File: src/logic/ioBridge_macros.svh
`ifndef IOBRIDGE_MACROS_SVH
`define IOBRIDGE_MACROS_SVH

// ****************************************
// bus widths
// ****************************************
`define IOB_ADDR_W 16 // word address on both buses.
`define IOB_DATA_W 16
`define IOB_SEL_W 2 // lower and upper byte lane.

// ****************************************
// post queue
// ****************************************
`define IOB_QUEUE_DEPTH 2 // two levels of queued requests.

// writes with this address bit set are acknowledged before the I/O cycle runs.
`define IOB_POSTED_BIT 15

`endif

File: src/logic/ioBridgePkg.sv
`default_nettype none

`include "ioBridge_macros.svh"

package ioBridgePkg;

	// ****************************************
	// vectors
	// ****************************************
	typedef logic [`IOB_ADDR_W-1:0] ioAddrT; // word address.
	typedef logic [`IOB_DATA_W-1:0] ioDataT;
	typedef logic [`IOB_SEL_W-1:0] ioSelT; // bit 0 is the lower byte.

	// ****************************************
	// state machines
	// ****************************************
	typedef enum logic [1:0] {
		hostIdle, // waiting for a host strobe.
		hostPush, // request offered to the queue.
		hostWait, // waiting for the I/O completion.
		hostDone // answer is on the host bus.
	} hostStateT;

	typedef enum logic [1:0] {
		mstIdle, // ready for the next queued request.
		mstCycle, // I/O cycle in progress.
		mstDone // one cycle of recovery.
	} masterStateT;

endpackage

`default_nettype wire

File: src/logic/ioReqIf.sv
`timescale 1ns/100ps
`default_nettype none

interface ioReqIf
	import ioBridgePkg::*;
();

	logic valid; // request is on offer.
	logic ready; // receiver takes it on this edge.
	ioAddrT addr;
	ioDataT data; // write data, unused by reads.
	ioSelT sel;
	logic we;
	logic posted; // no completion is returned for this request.

	modport push (
		output valid,
		output addr,
		output data,
		output sel,
		output we,
		output posted,
		input ready
	);

	modport pop (
		input valid,
		input addr,
		input data,
		input sel,
		input we,
		input posted,
		output ready
	);

endinterface

`default_nettype wire

File: src/logic/ioHostSlave.sv
`timescale 1ns/100ps
`default_nettype none

`include "ioBridge_macros.svh"

module ioHostSlave
	import ioBridgePkg::*;
(
	input logic CLK,
	input logic rstN,
	input logic hostCyc,
	input logic hostStb,
	input logic hostWe,
	input ioAddrT hostAdr,
	input ioSelT hostSel,
	input ioDataT hostDatW,
	output ioDataT hostDatR,
	output logic hostAck,
	output logic hostErr,
	ioReqIf.push enq,
	input logic rspValid,
	input logic rspErr,
	input ioDataT rspData
);

	hostStateT state;
	logic hostReq;
	logic pushDone;
	logic capture;
	logic rspTake;

	assign hostReq = hostCyc && hostStb; // a host cycle is addressed to the bridge.
	assign pushDone = enq.valid && enq.ready; // queue takes the request on this edge.
	assign capture = (state == hostIdle) && hostReq;
	assign rspTake = (state == hostWait) && rspValid;

	// ****************************************
	// control
	// ****************************************
	// The strobe is captured only in hostIdle, and hostDone keeps the machine away
	// from hostIdle until the host has seen its answer, so one strobe makes one request.
	always_ff @(posedge CLK or negedge rstN) begin
		if (!rstN) begin
			state <= hostIdle;
			enq.valid <= 1'b0;
			hostAck <= 1'b0;
			hostErr <= 1'b0;
		end else begin
			hostAck <= 1'b0; // answers last a single cycle.
			hostErr <= 1'b0;
			case (state)
				hostIdle: begin
					if (hostReq) begin
						enq.valid <= 1'b1; // payload is loaded on the same edge.
						state <= hostPush;
					end
				end
				hostPush: begin
					if (pushDone) begin
						enq.valid <= 1'b0;
						if (enq.posted) begin
							hostAck <= 1'b1; // posted write ends once it is queued.
							state <= hostDone;
						end else begin
							state <= hostWait;
						end
					end
				end
				hostWait: begin
					if (rspValid) begin
						hostAck <= !rspErr;
						hostErr <= rspErr; // a failed I/O cycle ends the host cycle with err.
						state <= hostDone;
					end
				end
				hostDone: begin
					state <= hostIdle; // host drops its strobe on this edge.
				end
				default: begin
					state <= hostIdle;
				end
			endcase
		end
	end

	// ****************************************
	// payload
	// ****************************************
	always_ff @(posedge CLK) begin
		if (capture) begin
			enq.addr <= hostAdr;
			enq.data <= hostDatW;
			enq.sel <= hostSel; // byte lanes go through unchanged.
			enq.we <= hostWe;
			enq.posted <= hostWe && hostAdr[`IOB_POSTED_BIT]; // only writes can be posted.
		end
		if (rspTake) begin
			hostDatR <= rspData; // shown in the cycle of the ack.
		end
	end

endmodule

`default_nettype wire

File: src/logic/ioPostQueue.sv
`timescale 1ns/100ps
`default_nettype none

`include "ioBridge_macros.svh"

module ioPostQueue
	import ioBridgePkg::*;
(
	input logic CLK,
	input logic rstN,
	ioReqIf.pop enq,
	ioReqIf.push deq
);

	localparam int PtrW = $clog2(`IOB_QUEUE_DEPTH);
	localparam int CntW = $clog2(`IOB_QUEUE_DEPTH + 1);

	ioAddrT addrMem [`IOB_QUEUE_DEPTH];
	ioDataT dataMem [`IOB_QUEUE_DEPTH];
	ioSelT selMem [`IOB_QUEUE_DEPTH];
	logic weMem [`IOB_QUEUE_DEPTH];
	logic postedMem [`IOB_QUEUE_DEPTH];
	logic [PtrW-1:0] wrPtr;
	logic [PtrW-1:0] rdPtr;
	logic [CntW-1:0] count;
	logic push;
	logic pop;

	// advances a pointer around the ring.
	function automatic logic [PtrW-1:0] nextPtr(input logic [PtrW-1:0] ptr);
		nextPtr = (ptr == PtrW'(`IOB_QUEUE_DEPTH - 1)) ? '0 : ptr + 1'b1;
	endfunction

	assign enq.ready = (count < CntW'(`IOB_QUEUE_DEPTH)); // room for one more.
	assign deq.valid = (count != '0);
	assign push = enq.valid && enq.ready;
	assign pop = deq.valid && deq.ready;

	// the oldest entry is always on offer.
	assign deq.addr = addrMem[rdPtr];
	assign deq.data = dataMem[rdPtr];
	assign deq.sel = selMem[rdPtr];
	assign deq.we = weMem[rdPtr];
	assign deq.posted = postedMem[rdPtr];

	always_ff @(posedge CLK or negedge rstN) begin
		if (!rstN) begin
			wrPtr <= '0;
			rdPtr <= '0;
			count <= '0;
		end else begin
			if (push) begin
				wrPtr <= nextPtr(wrPtr);
			end
			if (pop) begin
				rdPtr <= nextPtr(rdPtr);
			end
			case ({push, pop})
				2'b10: count <= count + 1'b1;
				2'b01: count <= count - 1'b1;
				default: count <= count; // both or neither leave the fill level alone.
			endcase
		end
	end

	// Storage.
	always_ff @(posedge CLK) begin
		if (push) begin
			addrMem[wrPtr] <= enq.addr;
			dataMem[wrPtr] <= enq.data;
			selMem[wrPtr] <= enq.sel;
			weMem[wrPtr] <= enq.we;
			postedMem[wrPtr] <= enq.posted;
		end
	end

endmodule

`default_nettype wire

File: src/logic/ioBusMaster.sv
`timescale 1ns/100ps
`default_nettype none

module ioBusMaster
	import ioBridgePkg::*;
(
	input logic CLK,
	input logic rstN,
	ioReqIf.pop deq,
	output logic ioCyc,
	output logic ioStb,
	output logic ioWe,
	output ioAddrT ioAdr,
	output ioSelT ioSel,
	output ioDataT ioDatW,
	input ioDataT ioDatR,
	input logic ioAck,
	input logic ioErr,
	output logic rspValid,
	output logic rspErr,
	output ioDataT rspData,
	output logic postedErr
);

	masterStateT state;
	logic curPosted; // the request in flight has no waiting host.
	logic take;
	logic ioResp;

	assign deq.ready = (state == mstIdle);
	assign take = deq.valid && deq.ready;
	assign ioResp = (state == mstCycle) && (ioAck || ioErr); // device ends the cycle.

	// ****************************************
	// cycle control
	// ****************************************
	always_ff @(posedge CLK or negedge rstN) begin
		if (!rstN) begin
			state <= mstIdle;
			ioCyc <= 1'b0;
			ioStb <= 1'b0;
			rspValid <= 1'b0;
			postedErr <= 1'b0;
		end else begin
			rspValid <= 1'b0;
			case (state)
				mstIdle: begin
					if (take) begin
						ioCyc <= 1'b1;
						ioStb <= 1'b1;
						state <= mstCycle;
					end
				end
				mstCycle: begin
					if (ioResp) begin
						ioCyc <= 1'b0;
						ioStb <= 1'b0;
						rspValid <= !curPosted; // posted writes were answered already.
						if (curPosted && ioErr) begin
							postedErr <= 1'b1; // sticky until reset.
						end
						state <= mstDone;
					end
				end
				mstDone: begin
					state <= mstIdle;
				end
				default: begin
					state <= mstIdle;
				end
			endcase
		end
	end

	// Request and response registers.
	always_ff @(posedge CLK) begin
		if (take) begin
			ioWe <= deq.we;
			ioAdr <= deq.addr;
			ioSel <= deq.sel;
			ioDatW <= deq.data;
			curPosted <= deq.posted;
		end
		if (ioResp) begin
			rspData <= ioDatR;
			rspErr <= ioErr;
		end
	end

endmodule

`default_nettype wire

File: src/logic/ioBridge.sv
`timescale 1ns/100ps
`default_nettype none

module ioBridge
	import ioBridgePkg::*;
(
	input logic CLK,
	input logic rstN,
	// ****************************************
	// host bus, Wishbone slave
	// ****************************************
	input logic hostCyc,
	input logic hostStb,
	input logic hostWe,
	input ioAddrT hostAdr,
	input ioSelT hostSel,
	input ioDataT hostDatW,
	output ioDataT hostDatR,
	output logic hostAck,
	output logic hostErr,
	// ****************************************
	// I/O bus, Wishbone master
	// ****************************************
	output logic ioCyc,
	output logic ioStb,
	output logic ioWe,
	output ioAddrT ioAdr,
	output ioSelT ioSel,
	output ioDataT ioDatW,
	input ioDataT ioDatR,
	input logic ioAck,
	input logic ioErr,
	output logic postedErr // a posted write saw err on the I/O bus.
);

	logic rspValid;
	logic rspErr;
	ioDataT rspData;

	ioReqIf enqIf(); // host slave to queue.
	ioReqIf deqIf(); // queue to I/O master.

	ioHostSlave u_ioHostSlave (
		.CLK(CLK),
		.rstN(rstN),
		.hostCyc(hostCyc),
		.hostStb(hostStb),
		.hostWe(hostWe),
		.hostAdr(hostAdr),
		.hostSel(hostSel),
		.hostDatW(hostDatW),
		.hostDatR(hostDatR),
		.hostAck(hostAck),
		.hostErr(hostErr),
		.enq(enqIf.push),
		.rspValid(rspValid),
		.rspErr(rspErr),
		.rspData(rspData)
	);

	ioPostQueue u_ioPostQueue (
		.CLK(CLK),
		.rstN(rstN),
		.enq(enqIf.pop),
		.deq(deqIf.push)
	);

	ioBusMaster u_ioBusMaster (
		.CLK(CLK),
		.rstN(rstN),
		.deq(deqIf.pop),
		.ioCyc(ioCyc),
		.ioStb(ioStb),
		.ioWe(ioWe),
		.ioAdr(ioAdr),
		.ioSel(ioSel),
		.ioDatW(ioDatW),
		.ioDatR(ioDatR),
		.ioAck(ioAck),
		.ioErr(ioErr),
		.rspValid(rspValid), // completions for non-posted requests only.
		.rspErr(rspErr),
		.rspData(rspData),
		.postedErr(postedErr)
	);

endmodule

`default_nettype wire

File: config.mk
export PLATFORM = sky130hd
export DESIGN_NAME = ioBridge
export DESIGN_NICKNAME = d
export VERILOG_FILES = /design/src/logic/ioBridgePkg.sv /design/src/logic/ioReqIf.sv /design/src/logic/ioHostSlave.sv /design/src/logic/ioPostQueue.sv /design/src/logic/ioBusMaster.sv /design/src/logic/ioBridge.sv
export VERILOG_INCLUDE_DIRS = /design/src /design/src/logic
export SDC_FILE = /design/constraint.sdc
export NUM_CORES = 1
export LEC_CHECK = 0
export ABC_AREA = 1
export BUFFER_PORTS_ARGS = -buffer_cell sky130_fd_sc_hd__buf_2
export CORE_MARGIN = 5
export CORE_UTILIZATION = 55
export CTS_CLUSTER_DIAMETER = 80
export DETAILED_ROUTE_END_ITERATION = 6
export PLACE_DENSITY = 0.89
export SETUP_SLACK_MARGIN = 0.02
export SLEW_MARGIN = 20
export SYNTH_ARGS = -nofsm -noshare
export SYNTH_HDL_FRONTEND = slang
export SYNTH_HIERARCHICAL = 1
export SYNTH_SLANG_ARGS = --single-unit
File: constraint.sdc
create_clock -name CLK -period 3.4 [get_ports CLK]
set_clock_uncertainty 0.1 [all_clocks]
set_input_delay 0.17 -clock CLK [delete_from_list [all_inputs] [get_ports CLK]]
set_output_delay 0.17 -clock CLK [all_outputs]
set_load 0.03 [all_outputs]
# Yosys cells after proc, flatten, opt, wreduce, memory -nomap -nowiden
# Memory sizes are Yosys's and may differ from the RTL's. A register that Yosys moved wholly into a read port is not among the register bits.
# Index checks and enable logic that the tools add are counted.
word_totals:
  latchBits: 0
  inputBits: 57
  mem_bits_ro: 0
  ff_bits: 83
  memories: 5
  ram_bits: 72
mem_list:
  columns: ["memory", "depth", "word_bits", "read_ports", "rd_clocked_by_memory_dff", "write_ports", "line", "source"]
  rows:
  - ["u_ioPostQueue.addrMem", 2, 16, 1, 1, 1, "ioPostQueue.sv:18", "ioAddrT addrMem [`IOB_QUEUE_DEPTH];"]
  - ["u_ioPostQueue.dataMem", 2, 16, 1, 1, 1, "ioPostQueue.sv:19", "ioDataT dataMem [`IOB_QUEUE_DEPTH];"]
  - ["u_ioPostQueue.selMem", 2, 2, 1, 1, 1, "ioPostQueue.sv:20", "ioSelT selMem [`IOB_QUEUE_DEPTH];"]
  - ["u_ioPostQueue.postedMem", 2, 1, 1, 1, 1, "ioPostQueue.sv:22", "logic postedMem [`IOB_QUEUE_DEPTH];"]
  - ["u_ioPostQueue.weMem", 2, 1, 1, 1, 1, "ioPostQueue.sv:21", "logic weMem [`IOB_QUEUE_DEPTH];"]
classes:
  muxes: 27
  mul: 0
  eq_ne: 11
  bitwise: 0
  n_reduce_logical: 22
  addsub: 4
  div: 0
  n_lt_le_gt_ge: 1
  shifts: 0
op_table:
  columns: ["op", "n"]
  rows:
  - ["$mux W1", 16]
  - ["$reduce_and A3 Y1", 4]
  - ["$mux W2", 5]
  - ["$logic_and A1 B1 Y1", 8]
  - ["$ne A2 B1 Y1 const B", 4]
  - ["$pmux W2 S2", 2]
  - ["$pmux W2 S4", 1]
  - ["$reduce_bool A2 Y1", 4]
  - ["$eq A2 B1 Y1 const B", 3]
  - ["$eq A2 B2 Y1 const B", 3]
  - ["$pmux W1 S2", 3]
  - ["$logic_not A2 Y1", 2]
  - ["$add A1 B1 Y1 const B", 2]
  - ["$add A2 B1 Y2 const B", 1]
  - ["$logic_not A1 Y1", 2]
  - ["$lt A2 B2 Y1 const B", 1]
  - ["$ne A2 B2 Y1 const B", 1]
  - ["$reduce_and A2 Y1", 1]
  - ["$sub A2 B1 Y2 const B", 1]
  - ["$logic_or A1 B1 Y1", 1]

# Logic depth before layout (Yosys ltp)
depth:
  word_depth: 4
  depth_mapped: 10
  ltp_nobuf: 10

# Cells and area by module
# The synthesis kept the hierarchy.
by_module_without_submodules:
  columns: ["mod", "n_inst", "cells_each", "area_each_um2", "seq_area_each_um2"]
  rows:
  - ["ioPostQueue", 1, 215, 2849.0, 2262.2]
  - ["ioHostSlave", 1, 103, 1930.6, 1686.6]
  - ["ioBusMaster", 1, 78, 1803.0, 1716.6]

# Worst setup path before layout
# No wires, ideal clock.
synth_timing:
  kind: "flip-flop to flip-flop"
  start: "reg u_ioHostSlave.state[0]"
  end: "reg u_ioHostSlave.enq.addr[0], enable pin"
  setup_slack_ns: 0.585
  period_less_slack_ns: 2.815
  setup_ns: 0.429
  stages_incl_launch_ff: 5
  n_path_buf: 0
  arrival_time_ns: 2.286
  cell_sequence: "dfrtp_1 -> inv_1 -> ha_1 -> inv_1 -> nor2_1"
synth_via:
  elab_chain_cells: 2
synth_lines:
  columns: ["element", "line", "source"]
  rows:
  - ["start: declaration", "ioHostSlave.sv:26", "hostStateT state;"]
  - ["start signal: assignment", "ioHostSlave.sv:44", "state <= hostIdle;"]
  - ["start signal: assignment", "ioHostSlave.sv:55", "state <= hostPush;"]
  - ["start signal: assignment", "ioHostSlave.sv:63", "state <= hostDone;"]
  - ["$logic_not A2 Y1", "ioHostSlave.sv:34", "assign capture = (state == hostIdle) && hostReq;"]
  - ["$logic_and A1 B1 Y1", "ioHostSlave.sv:34", null]
  - ["via u_ioHostSlave.capture", "ioHostSlave.sv:29", "logic capture;"]
  - ["end signal: assignment", "ioHostSlave.sv:91", "enq.addr <= hostAdr;"]
  - ["end: declaration", "ioReqIf.sv:18", "output addr,"]
# The timed path passes the listed nets, and every way through them passes these cells.
# A chain may end at the register's enable or synchronous reset.

# Final worst setup path
layout_timing:
  start: "reg u_ioHostSlave.state[0]"
  end: "reg u_ioHostSlave.enq.data[3], enable pin"
layout_via:
  elab_chain_cells: 2
layout_lines:
  columns: ["element", "line", "source"]
  rows:
  - ["$logic_not A2 Y1", "ioHostSlave.sv:34", null]
  - ["$logic_and A1 B1 Y1", "ioHostSlave.sv:34", null]
  - ["via u_ioHostSlave.capture", "ioHostSlave.sv:29", null]
  - ["end signal: assignment", "ioHostSlave.sv:92", "enq.data <= hostDatW;"]
  - ["end: declaration", "ioReqIf.sv:19", "output data,"]
# The timed path passes the listed nets, and every way through them passes these cells.

==> impl_metrics.toml <==
[status]
status = "complete, no violations"

[synth]
synth_top_area_share_pct = 80.7
synth-seq-cells = 191
ys_types = 17
synth_largest_area_cell = "edfxtp_1"
synthCells = 396
syn_area_um2 = 6580
syn_nets = 459
yosysWarningCount = 6
synth.area.top_cells = "edfxtp_1 81%, nand2_1 8.0%, dfrtp_1 5.3%"
yosysSeqAreaShare_pct = 86.1
syn_area_per_cell_um2 = 16.6

[timing]
period_minus_slack_ns = 2.18
slew_violations = 0
tightest_slew_ns = 1.10
grt_setup_unrepaired = "no"
fin_crit_sh_pct = 64.1
setup_tns_ns = 0
max_freq_mhz = 459
holdWs_ns = 0.0843
hold_violations = 0
setup_violations = 0
relSlewSlack_pct = 26.7

[drt]
vias = 3837
firstDrtPassIters = 5
wl_per_cell_um = 19.6
ant_nets = 0
vias_per_cell = 5.22
drt-initial-drc-count = 442
routed_wirelength_um = 14400
drc = 0

[pwr]
power_mw = 7.72
ir_drop_v = 0.000533
power_leakage_nw = 3.39
power_density_nw_per_um2 = 922

[critical_path]
worstPathArrival_ns = 2.12
rr_startpoint = "u_ioHostSlave/state[0]$_DFFE_PN0P_"
rrSetupSlack_ns = 1.22
cp_max_fo = 36
critical_path.startpoint = "u_ioHostSlave/state[0]$_DFFE_PN0P_"
worst_setup_path_start_kind = "register"
crit_path_end_kind = "register"
critical_path_class = "reg -> reg"
crit_required_ns = 3.34

[placement]
place_area_um2 = 7290
io_buffers = 112
dp.final_hpwl_um = 7950
gp_congestion = 0.752

[global_routing]
antenna_found_initial = 0
grt.overflow.total = 0
grt_pass1_vias = 4044
grt_start_max_net_pins = 38
grt_pass1_wl_um = 22000
grt.total_usage_pct = 20.9

[clock_network]
clk_latency_ns = 0.43
htreeDepth = 4
cts_made_buffers = 17
cts_resized = 0
clk_pin_slew_ns = 0.07
hold_buffers = 54
cts_root_buffer = "clkbuf_16"
cts_tree = "yes"
clockBufferDepth = 2
cts_setup_buffers = 0
cts.sinks = 191

[floorplanning]
fp-row-count = 40
io-pin-count = 113
die_area_um2 = 14300
dieWidth_um = 119
core_area_um2 = 11900
dieHeight_um = 119
start_util_pct = 55.5

[job]
maxCapViolations = 0

[cells_and_area]
diodes = 0
postLayoutCellArea_um2 = 8380
area_growth_pct = 27.3
final_nets = 638
n_fill_cell = 687
drive_gt1_share_pct = 25.5

[min_path]
hold_path.class = "in -> async"
## layout make-up
type / instances / area, µm² / area share [%]
clock buffers: 19 / 433 / 5.17
clock inverters: 13 / 114 / 1.36
inverters: 23 / 86.3 / 1.03
multi-input cells: 174 / 778 / 9.29
flip-flops and latches: 191 / 5670 / 67.6
well taps: 147 / 184 / 2.20
repair buffers: 168 / 1120 / 13.3
## cells in the final DEF (no fill, tap or decap), types with 2 or more instances in the layout
cell type,Yosys,routed
nand2_1,141,141
edfxtp_1,177,177
buf_4,4,2
nor2_2,2,2
nand3_1,8,8
nor2_4,0,3
clkinv_1,0,4
inv_1,22,22
clkbuf_1,0,2
inv_6,0,2
nand4_1,3,3
clkbuf_16,0,17
dlygate4sd3_1,0,54
dfrtp_1,14,14
nor2_1,6,3
nand2_2,4,4
ha_1,6,6
buf_2,0,112
clkinv_4,0,4
## kinds of logic (layout without fill, tap and decap cells)
group	count (synthesis)	after routing	synth area share [%]
fa+ha+maj	6	6	1.14
xor+xnor	2	2	0.266
simple gates	165	165	9.96
buf+inv	31	223	2.45
flops	191	191	86.1
compound gates	1	1	0.114
## registers in the layout (all words and copies together) (netlist names), 2 cells and up
name,cells
u_ioPostQueue/count,2
u_ioBusMaster/ioDatW,16
u_ioPostQueue/weMem,2
u_ioHostSlave/state,2
u_ioPostQueue/addrMem,32
u_ioHostSlave/enq.sel,2
u_ioPostQueue/selMem,4
u_ioHostSlave/enq.data,16
u_ioPostQueue/dataMem,32
u_ioPostQueue/postedMem,2
u_ioHostSlave/hostDatR,16
u_ioBusMaster/ioSel,2
u_ioBusMaster/rspData,16
u_ioBusMaster/state,2
u_ioHostSlave/enq.addr,16
u_ioBusMaster/ioAdr,16
## per-stage QoR
stage / cells / utilization, % / setup WS (ns)
global placement: 649 / 61.5 / 1.33
detailed placement: 649 / 61.5 / 1.23
global route: 735 / 70.6 / 1.14
CTS: 735 / 70.6 / 1.22
finish: 735 / 70.6 / 1.22
floorplan: 396 / - / 0.585
## Yosys cell counts, drive strengths merged
library cell / n
nand2: 145
inv: 23
nor2: 8
nand3: 8
xor2: 1
xnor2: 1
ha: 6
a21boi: 1
buf: 8
dfrtp: 14
nand3b: 1
edfxtp: 177
nand4: 3
## worst paths after layout
path / cells past startpoint / end
max: 4 / u_ioHostSlave/enq.data[3]$_DFFE_PP_
max reg2reg: 4 / u_ioHostSlave/enq.data[3]$_DFFE_PP_
max in group asynchronous: 2 / u_ioPostQueue/count[0]$_DFFE_PN0P_
min: 2 / u_ioBusMaster/ioStb$_DFFE_PN0P_
min in group CLK: 6 / u_ioHostSlave/enq.valid$_DFFE_PN0P_
min reg2reg: 0 / u_ioHostSlave/hostDatR[2]$_DFFE_PP_
## power breakdown
group,internal (mW),switching (mW),total [mW]
combinational,0.516,1.60,2.12
clock,1.01,0.843,1.86
sequential,3.47,0.285,3.75
## critical path, stage by stage (launching register included)
cell and delay [ns]:
dfrtp_1 0.43, inv_1 0.15, ha_1 0.20, inv_1 0.09, nor2_4 0.80
## routing by layer
| metal | wire length (µm) | part of all wire (%) | track usage, % | up-vias |
|---|---|---|---|---|
| met5 | 0 | 0 | 0 | - |
| met4 | 622 | 4.3 | 12.1 | 0 |
| met3 | 836 | 5.8 | 3.66 | 49 |
| met2 | 7850 | 54 | 37.4 | 199 |
| met1 | 5120 | 35 | 23.5 | 1855 |
| li1 | - | - | - | 1734 |
Power figures use the tool's default switching activity.
